===== config.mk =====
export PLATFORM = sky130hd
export DESIGN_NAME = clr_wipe_top
export DESIGN_NICKNAME = d
export VERILOG_FILES = /design/src/source/clr_prng_pkg.sv /design/src/source/clr_key_pkg.sv /design/src/source/clr_lfsr.sv /design/src/source/clr_prng.sv /design/src/source/clr_key_wipe.sv /design/src/source/clr_wipe_top.sv
export VERILOG_INCLUDE_DIRS = /design/src /design/src/source
export SDC_FILE = /design/constraint.sdc
export NUM_CORES = 1
export LEC_CHECK = 0
export BUFFER_PORTS_ARGS = -buffer_cell sky130_fd_sc_hd__buf_4
export CAP_MARGIN = 20
export CELL_PAD_IN_SITES_DETAIL_PLACEMENT = 1
export CELL_PAD_IN_SITES_GLOBAL_PLACEMENT = 1
export CORE_AREA = 4 4 414 416
export CTS_BUF_LIST = sky130_fd_sc_hd__clkbuf_16
export CTS_CLUSTER_SIZE = 8
export DETAILED_ROUTE_END_ITERATION = 6
export DIE_AREA = 0 0 418 420
export PLACE_DENSITY_LB_ADDON = 0.15
export SYNTH_ARGS = -nofsm -noshare
export SYNTH_HDL_FRONTEND = slang
export SYNTH_SLANG_ARGS = --single-unit

===== constraint.sdc =====
create_clock -name clk_i -period 3.9 [get_ports clk_i]
set_input_delay 0.195 -clock clk_i [delete_from_list [all_inputs] [get_ports clk_i]]
set_output_delay 0.195 -clock clk_i [all_outputs]
set_load 0.05 [all_outputs]

===== src/source/aes_clear_consts.svh =====
// Secure-wipe subsystem constants
// Widths of the clearing PRNG seed, the entropy port and the key register

`ifndef AES_CLEAR_CONSTS_SVH
`define AES_CLEAR_CONSTS_SVH

// LFSR state and seed width, also the width of one key word
`define CLR_WIDTH 64

// Bits delivered per entropy transfer
// Half the seed width, so one reseed takes two transfers
`define CLR_ENT_WIDTH 32

// Words per key share
`define CLR_KEY_WORDS 4

`endif


===== src/source/clr_prng_pkg.sv =====
// Clearing PRNG definitions
// State and share types, LFSR reset seed and feedback mask,
// bit permutations around the non-linear layer and the PRINCE S-box

`include "aes_clear_consts.svh"

package clr_prng_pkg;

  // One LFSR state or one PRNG output word
  typedef logic [`CLR_WIDTH-1:0] clr_state_t;

  // PRNG output
  // Share 1 is a fixed permutation of share 0
  typedef struct packed {
    clr_state_t share0;
    clr_state_t share1;
  } clr_shares_t;

  // Entry i names the source bit of output bit i
  typedef logic [$clog2(`CLR_WIDTH)-1:0] clr_perm_t [`CLR_WIDTH];

  typedef logic [3:0] clr_sbox_t [16];

  // Must not be zero or the LFSR locks up
  parameter clr_state_t CLR_LFSR_SEED = 64'h3C5A_96E1_7B08_D24F;

  // Right-shifting Galois mask for x^64 + x^63 + x^61 + x^60 + 1
  parameter clr_state_t CLR_LFSR_TAPS = 64'hD800_0000_0000_0000;

  // Applied to the raw state ahead of the S-box layer
  parameter clr_perm_t CLR_STATE_PERM_IN = '{
     7, 20, 33, 46, 59,  8, 21, 34, 47, 60,  9, 22, 35, 48, 61, 10,
    23, 36, 49, 62, 11, 24, 37, 50, 63, 12, 25, 38, 51,  0, 13, 26,
    39, 52,  1, 14, 27, 40, 53,  2, 15, 28, 41, 54,  3, 16, 29, 42,
    55,  4, 17, 30, 43, 56,  5, 18, 31, 44, 57,  6, 19, 32, 45, 58
  };

  // Spreads each S-box nibble across the output word
  parameter clr_perm_t CLR_STATE_PERM_OUT = '{
    11, 34, 57, 16, 39, 62, 21, 44,  3, 26, 49,  8, 31, 54, 13, 36,
    59, 18, 41,  0, 23, 46,  5, 28, 51, 10, 33, 56, 15, 38, 61, 20,
    43,  2, 25, 48,  7, 30, 53, 12, 35, 58, 17, 40, 63, 22, 45,  4,
    27, 50,  9, 32, 55, 14, 37, 60, 19, 42,  1, 24, 47,  6, 29, 52
  };

  // Derives the second share from the first
  parameter clr_perm_t CLR_SHARE_PERM = '{
    29,  2, 39, 12, 49, 22, 59, 32,  5, 42, 15, 52, 25, 62, 35,  8,
    45, 18, 55, 28,  1, 38, 11, 48, 21, 58, 31,  4, 41, 14, 51, 24,
    61, 34,  7, 44, 17, 54, 27,  0, 37, 10, 47, 20, 57, 30,  3, 40,
    13, 50, 23, 60, 33,  6, 43, 16, 53, 26, 63, 36,  9, 46, 19, 56
  };

  // PRINCE 4-bit S-box
  parameter clr_sbox_t CLR_SBOX = '{
    4'hB, 4'hF, 4'h3, 4'h2, 4'hA, 4'hC, 4'h9, 4'h1,
    4'h6, 4'h7, 4'h8, 4'h0, 4'hE, 4'h5, 4'hD, 4'h4
  };

endpackage


===== src/source/clr_key_pkg.sv =====
// Key register definitions
// Word and two-share layout of the AES key register that the wipe clears

`include "aes_clear_consts.svh"

package clr_key_pkg;

  // One key word, as wide as a PRNG output word
  typedef logic [`CLR_WIDTH-1:0] key_word_t;

  // Both shares of the key
  // Word 0 sits in the low bits of each share
  typedef struct packed {
    key_word_t [`CLR_KEY_WORDS-1:0] sh0;
    key_word_t [`CLR_KEY_WORDS-1:0] sh1;
  } key_shares_t;

endpackage


===== src/source/clr_lfsr.sv =====
// Reseedable Galois LFSR for the clearing PRNG
// The state passes through a bit permutation, a PRINCE S-box layer
// and a second permutation before it leaves the block

`timescale 1ns/1ps

`include "aes_clear_consts.svh"

module clr_lfsr (
  input  logic                     clk_i,
  input  logic                     rst_ni,
  input  logic                     seed_en_i,
  input  clr_prng_pkg::clr_state_t seed_i,
  input  logic                     lfsr_en_i,
  output clr_prng_pkg::clr_state_t state_o
);

  import clr_prng_pkg::*;

  clr_state_t lfsr_q;
  clr_state_t lfsr_d;
  clr_state_t perm_in;
  clr_state_t sbox_out;

  // Next state
  // A seed load wins over a step
  always_comb begin
    lfsr_d = lfsr_q;
    if (seed_en_i) begin
      lfsr_d = seed_i;
    end else if (lfsr_en_i) begin
      // Shift right and fold the dropped bit back in through the taps
      lfsr_d = {1'b0, lfsr_q[`CLR_WIDTH-1:1]};
      if (lfsr_q[0]) begin
        lfsr_d = lfsr_d ^ CLR_LFSR_TAPS;
      end
    end
  end

  always_ff @(posedge clk_i or negedge rst_ni) begin
    if (!rst_ni) begin
      lfsr_q <= CLR_LFSR_SEED;
    end else begin
      lfsr_q <= lfsr_d;
    end
  end

  // Permutation ahead of the S-boxes
  for (genvar i = 0; i < `CLR_WIDTH; i++) begin : gen_perm_in
    assign perm_in[i] = lfsr_q[CLR_STATE_PERM_IN[i]];
  end

  // Non-linear layer, one S-box per nibble
  for (genvar n = 0; n < `CLR_WIDTH / 4; n++) begin : gen_sbox
    assign sbox_out[4*n +: 4] = CLR_SBOX[perm_in[4*n +: 4]];
  end

  // Output permutation
  for (genvar i = 0; i < `CLR_WIDTH; i++) begin : gen_perm_out
    assign state_o[i] = sbox_out[CLR_STATE_PERM_OUT[i]];
  end

  // All-zero state would lock the generator on a constant output
  a_state_nonzero: assert property (
    @(posedge clk_i) disable iff (!rst_ni)
    lfsr_q != '0
  ) else $error("LFSR state reached zero");

  // Reseed arbitration upstream keeps loads and steps apart
  a_no_seed_while_step: assert property (
    @(posedge clk_i) disable iff (!rst_ni)
    !(seed_en_i && lfsr_en_i)
  ) else $error("LFSR seed load during a step request");

endmodule


===== src/source/clr_prng.sv =====
// Clearing PRNG
// Serves wipe data from the LFSR with reseed requests first
// Two entropy transfers build one seed
// Share 1 is a fixed permutation of share 0

`timescale 1ns/1ps

`include "aes_clear_consts.svh"

module clr_prng (
  input  logic                      clk_i,
  input  logic                      rst_ni,
  input  logic                      data_req_i,
  output logic                      data_ack_o,
  output clr_prng_pkg::clr_shares_t data_o,
  input  logic                      reseed_req_i,
  output logic                      reseed_ack_o,
  output logic                      entropy_req_o,
  input  logic                      entropy_ack_i,
  input  logic [`CLR_ENT_WIDTH-1:0] entropy_i
);

  import clr_prng_pkg::*;

  logic                      ent_xfer;
  logic                      seed_valid;
  logic                      lfsr_en;
  clr_state_t                seed;
  clr_state_t                share0;
  logic [`CLR_ENT_WIDTH-1:0] buf_q;
  logic                      buf_valid_q;

  // Data requests wait while any reseed is pending
  assign data_ack_o = reseed_req_i ? 1'b0 : data_req_i;
  // Step only on a consumed word
  assign lfsr_en    = data_req_i & data_ack_o;

  // Entropy is requested for as long as the reseed is
  assign entropy_req_o = reseed_req_i;
  assign ent_xfer      = entropy_req_o & entropy_ack_i;

  // Valid flag flips on every transfer
  // Set after the first half, cleared when the seed completes
  always_ff @(posedge clk_i or negedge rst_ni) begin
    if (!rst_ni) begin
      buf_valid_q <= 1'b0;
    end else if (ent_xfer) begin
      buf_valid_q <= ~buf_valid_q;
    end
  end

  // Upper seed half, captured from the first transfer only
  always_ff @(posedge clk_i) begin
    if (ent_xfer && !buf_valid_q) begin
      buf_q <= entropy_i;
    end
  end

  // Second transfer completes the seed in the same cycle
  assign seed         = {buf_q, entropy_i};
  assign seed_valid   = buf_valid_q & ent_xfer;
  assign reseed_ack_o = seed_valid;

  clr_lfsr u_clr_lfsr (
    .clk_i     (clk_i),
    .rst_ni    (rst_ni),
    .seed_en_i (seed_valid),
    .seed_i    (seed),
    .lfsr_en_i (lfsr_en),
    .state_o   (share0)
  );

  assign data_o.share0 = share0;

  // Second share for clearing the other half of masked registers
  for (genvar i = 0; i < `CLR_WIDTH; i++) begin : gen_share_perm
    assign data_o.share1[i] = share0[CLR_SHARE_PERM[i]];
  end

  // Every bit position must be hit exactly once
  initial begin : p_share_perm_check
    logic [`CLR_WIDTH-1:0] seen;
    seen = '0;
    for (int k = 0; k < `CLR_WIDTH; k++) begin
      seen[CLR_SHARE_PERM[k]] = 1'b1;
    end
    assert (&seen) else $error("CLR_SHARE_PERM is not a permutation");
  end

  a_no_data_during_reseed: assert property (
    @(posedge clk_i) disable iff (!rst_ni)
    reseed_req_i |-> !data_ack_o
  ) else $error("Data ack while reseed pending");

  // Seed completion must never repeat on the following cycle
  a_reseed_ack_pulse: assert property (
    @(posedge clk_i) disable iff (!rst_ni)
    reseed_ack_o |=> !reseed_ack_o
  ) else $error("Reseed ack longer than one cycle");

endmodule


===== src/source/clr_key_wipe.sv =====
// Two-share key register with secure wipe
// Loads a key from outside or overwrites both shares word by word
// with PRNG output when a wipe is requested

`timescale 1ns/1ps

`include "aes_clear_consts.svh"

module clr_key_wipe (
  input  logic                      clk_i,
  input  logic                      rst_ni,
  input  logic                      key_we_i,
  input  clr_key_pkg::key_shares_t  key_i,
  input  logic                      wipe_req_i,
  output logic                      wipe_ack_o,
  output logic                      prng_req_o,
  input  logic                      prng_ack_i,
  input  clr_prng_pkg::clr_shares_t prng_data_i,
  output clr_key_pkg::key_shares_t  key_o
);

  import clr_key_pkg::*;

  localparam int unsigned          idx_w    = $clog2(`CLR_KEY_WORDS);
  localparam logic [idx_w-1:0]     last_idx = idx_w'(`CLR_KEY_WORDS - 1);

  typedef enum logic [1:0] {
    st_idle,
    st_wipe,
    st_done
  } wipe_state_e;

  wipe_state_e      state_q;
  logic [idx_w-1:0] word_q;
  logic             word_take;
  key_shares_t      key_q;

  // One PRNG word per cycle while wiping
  assign prng_req_o = (state_q == st_wipe);
  assign word_take  = prng_req_o & prng_ack_i;
  // Ack in the cycle after the last word lands
  assign wipe_ack_o = (state_q == st_done);

  always_ff @(posedge clk_i or negedge rst_ni) begin
    if (!rst_ni) begin
      state_q <= st_idle;
      word_q  <= '0;
      key_q   <= '0;
    end else begin
      case (state_q)
        st_idle: begin
          // External loads only outside a wipe
          if (key_we_i) begin
            key_q <= key_i;
          end
          if (wipe_req_i) begin
            state_q <= st_wipe;
            word_q  <= '0;
          end
        end
        st_wipe: begin
          // Index holds under back-pressure
          if (word_take) begin
            key_q.sh0[word_q] <= prng_data_i.share0;
            key_q.sh1[word_q] <= prng_data_i.share1;
            word_q            <= word_q + 1'b1;
            if (word_q == last_idx) begin
              state_q <= st_done;
            end
          end
        end
        default: state_q <= st_idle;
      endcase
    end
  end

  assign key_o = key_q;

  a_wipe_ack_pulse: assert property (
    @(posedge clk_i) disable iff (!rst_ni)
    wipe_ack_o |=> !wipe_ack_o
  ) else $error("Wipe ack longer than one cycle");

  // Stalled request keeps its word slot
  a_prng_req_hold: assert property (
    @(posedge clk_i) disable iff (!rst_ni)
    prng_req_o && !prng_ack_i |=> prng_req_o && $stable(word_q)
  ) else $error("PRNG request dropped before ack");

endmodule


===== src/source/clr_wipe_top.sv =====
// Secure-wipe subsystem top level
// Key register with wipe controller, fed by the reseedable clearing PRNG

`timescale 1ns/1ps

`include "aes_clear_consts.svh"

module clr_wipe_top (
  input  logic                      clk_i,
  input  logic                      rst_ni,
  input  logic                      key_we_i,
  input  clr_key_pkg::key_shares_t  key_i,
  input  logic                      wipe_req_i,
  output logic                      wipe_ack_o,
  input  logic                      reseed_req_i,
  output logic                      reseed_ack_o,
  output logic                      entropy_req_o,
  input  logic                      entropy_ack_i,
  input  logic [`CLR_ENT_WIDTH-1:0] entropy_i,
  output clr_key_pkg::key_shares_t  key_o
);

  import clr_prng_pkg::*;

  // Wipe controller to PRNG
  logic        prng_req;
  logic        prng_ack;
  clr_shares_t prng_data;

  clr_key_wipe u_clr_key_wipe (
    .clk_i       (clk_i),
    .rst_ni      (rst_ni),
    .key_we_i    (key_we_i),
    .key_i       (key_i),
    .wipe_req_i  (wipe_req_i),
    .wipe_ack_o  (wipe_ack_o),
    .prng_req_o  (prng_req),
    .prng_ack_i  (prng_ack),
    .prng_data_i (prng_data),
    .key_o       (key_o)
  );

  clr_prng u_clr_prng (
    .clk_i         (clk_i),
    .rst_ni        (rst_ni),
    .data_req_i    (prng_req),
    .data_ack_o    (prng_ack),
    .data_o        (prng_data),
    .reseed_req_i  (reseed_req_i),
    .reseed_ack_o  (reseed_ack_o),
    .entropy_req_o (entropy_req_o),
    .entropy_ack_i (entropy_ack_i),
    .entropy_i     (entropy_i)
  );

endmodule


==> results.json <==
{
  "status": "complete, but fails checks",
  "violations": "slew limit",
  "drt_drc_violations_left": 0,
  "max_cap_viol_count": 0,
  "yosys.area.top_type_share": 0.445,
  "seqCellArea_um2": 15500,
  "cts_sinks": 613,
  "min_period_ps": 2970,
  "synth_seq_cells": 613,
  "hold_violations": 0,
  "cts_buffer_depth": 3,
  "rsz0062_at_grt": "no",
  "tns_ps": 0,
  "arrival_ps": 2770,
  "crit_type": "flip-flop to output pin",
  "synthCells": 2993,
  "timing.fmax_ghz": 0.337,
  "hold_path.class": "primary input to flip-flop",
  "netlist.top_cell.by_area": "dfrtp_1",
  "synth_edf_count": 32,
  "synthTopCellsByCount": "dfrtp_1 (549), a31oi_1 (453), nand2_1 (260)",
  "crit_path_frequent_cell": "buf_4",
  "async_reset_ff_frac": 0.948,
  "p_int_mw": 23.1,
  "worst_pin_slew_ps": 1550,
  "die_y_um": 420,
  "grt_pass1_vias": 33607,
  "via_per_inst": 4.78,
  "seqPwrFrac": 0.229,
  "ant_nets": 0,
  "clockRootBuffer": "clkbuf_16",
  "endpoint_kind": "output pin",
  "post-route-period-util": 0.761,
  "portBuffers": 1064,
  "dieArea_um2": 176000,
  "finalMaxSlewViolations": 84,
  "ys_types": 40,
  "area_delta_synth_final_pct": 58.6,
  "yosysMostFrequentCell": "dfrtp_1",
  "rows": 150,
  "grt-ovfl-total": 0,
  "initial_utilization": 0.185,
  "ios": 1065,
  "coreArea_um2": 167000,
  "dr.pass1.iters": 5,
  "power_leakage_nw": 20.8,
  "finClkSkew_ps": 54.9,
  "power_density_nw_per_um2": 1090,
  "wl_um": 214000,
  "path_cells": "buf_12 > buf_4 > nor2b_1 > buf_4",
  "cp_max_fo": 163,
  "htreeDepth": 3,
  "clkLatencyLatePin_ps": 730,
  "net-switching-power_mw": 30.3,
  "max-slew-margin-rel": -0.0329,
  "cts_buffers": 90,
  "num_vias": 31997,
  "gp_congestion": 0.807,
  "path_clk_slew_ps": 60,
  "hpwl_um": 154000,
  "antenna_found_initial": 58,
  "cp.required_ps": 3700,
  "cts_tree": "yes",
  "power_frac_comb": 0.629,
  "synth_nets": 3611,
  "netlist_top_cells_area": "dfrtp_1 (44%), a31oi_1 (9.2%), nor4bb_1 (5.3%)",
  "synth-main-ff-cell": "dfrtp_1",
  "finalSetupViolCount": 0,
  "ys_seq_area_frac": 0.503,
  "synth_area_per_cell_um2": 10.3,
  "synthesis.area_um2": 30900,
  "max_stage_delay_ps": 590,
  "grtUsageTotal": 0.233,
  "crit_slowest_cell": "dfrtp_4",
  "p_sw_frac": 0.568,
  "die_w_um": 418,
  "power.share.clock": 0.142,
  "max-vdd-ir-drop_v": 0.000683,
  "cp-start-kind": "flip-flop",
  "multi_input_area_um2": 13400,
  "ys.warnings.count": 0,
  "grt_max_degree": 196,
  "first_iter_violations": 2053,
  "routedWlPerCell_um": 32.0,
  "fillers": 18995,
  "drive_gt1_frac": 0.318,
  "final_nets": 5056,
  "finalPower_mw": 53.4,
  "grt_pass1_wl_um": 289000
}
metal layers:
metal,vias up,share of wire,global-route usage
met5,-,0.00045,0
met4,16,0.034,0.0706
met3,312,0.062,0.0588
met2,1059,0.50,0.410
met1,16518,0.40,0.279
li1,14092,-,-
what timing repair did:
action	4_1_cts	5_1_grt
buffers inserted	0	0
gates resized for setup	0	0
hold buffers	547	0
hold endpoints to repair	642	0
placed cells by master, fill, tap and decap left out, types with 3 or more instances in the layout:
master            n
nand2_1         257
nor3_1          256
o21ai_1          86
o211ai_1         60
clkinv_1          7
diode_2          11
a31oi_1         453
ha_1             68
nand3b_1         16
nand2b_1         16
buf_4          1102
or2_2            16
and4bb_2         33
nand3_1         128
nor4bb_1        163
inv_1           163
o21ai_0         110
buf_12           22
clkbuf_16        90
a22o_1            3
xor2_1            3
mux4_2           32
nand4bb_4         4
dlygate4sd3_1   547
clkinv_16         3
and3b_1           4
dfrtp_1         547
dfstp_2          32
mux2i_1          65
edfxtp_1         32
mux2_2           63
and4bb_4          3
o221ai_1         60
kinds of logic (layout without fill, tap and decap cells):
family | after synthesis | in the layout | share of synthesized area
adders and majority gates | 68 | 68 | 0.0275
buffers and inverters | 464 | 1943 | 0.0683
and+or+nand+nor | 909 | 909 | 0.176
xor gates and xnor gates | 4 | 4 | 0.00113
DFF | 613 | 613 | 0.503
other | 0 | 11 | 0
muxes | 160 | 160 | 0.0673
AOI/OAI and AO/OA | 775 | 775 | 0.156
metrics by stage:
stage	area, um^2	worst slack (ps)	instances	util	hold slack [ps]
after CTS	49000	813	6676	0.293	18.5
after global routing	49000	776	6684	0.293	36.4
after global placement	40900	1040	6002	0.245	303
after floorplan	30900	1680	2993	-	-101
after detailed placement	41000	1060	6003	0.245	304
final	49000	934	6687	0.293	47.9
power groups by stage:
stage	combinational (mW)	sequential (mW)	clock, mW
2_1_floorplan	10.3	20.8	0
3_3_place_gp	33.2	12.2	0
3_5_place_dp	33.4	12.3	0
4_1_cts	34.0	12.2	7.84
5_1_grt	35.2	12.6	8.06
6_report	33.6	12.2	7.57
worst paths after layout:
check	startpoint	end	slack (ps)	cells after the start
max	u_clr_key_wipe.state_q[0]	wipe_ack_o	930	4
min	key_i[508]	u_clr_key_wipe.key_o[508]	50	4
max reg2reg	u_clr_key_wipe.word_q[1]	u_clr_key_wipe.key_o[333]	1100	6
min reg2reg	u_clr_key_wipe.key_o[167]	u_clr_key_wipe.key_o[167]	500	2
max in group asynchronous	rst_ni	u_clr_key_wipe.key_o[436]	2550	4
min in group asynchronous	rst_ni	u_clr_key_wipe.key_o[110]	130	2
final cells by class:
class / count / area share
clock buffer: 90 / 0.0460
clock inverter: 36 / 0.00600
multi-input combinational: 1916 / 0.273
sequential: 613 / 0.317
tap: 2204 / 0.0563
timing repair buffer: 1672 / 0.290
antenna: 11 / 0.000562
inverter: 145 / 0.0111
sequential cells by signal (all words and copies together), names as in the netlist:
name / flops
u_clr_prng.u_clr_lfsr.lfsr_q: 64
u_clr_key_wipe.key_o: 512
u_clr_key_wipe.word_q: 2
u_clr_prng.buf_valid_q: 1
u_clr_prng.buf_q: 32
u_clr_key_wipe.state_q: 2
worst max-delay path, delay by kind of cell (launching register included):
family,cells,cell delay [ps]
buffers and inverters,3,1250
DFF,1,590
and+or+nand+nor,1,110
Note: power is estimated with default switching activity, not from simulation.
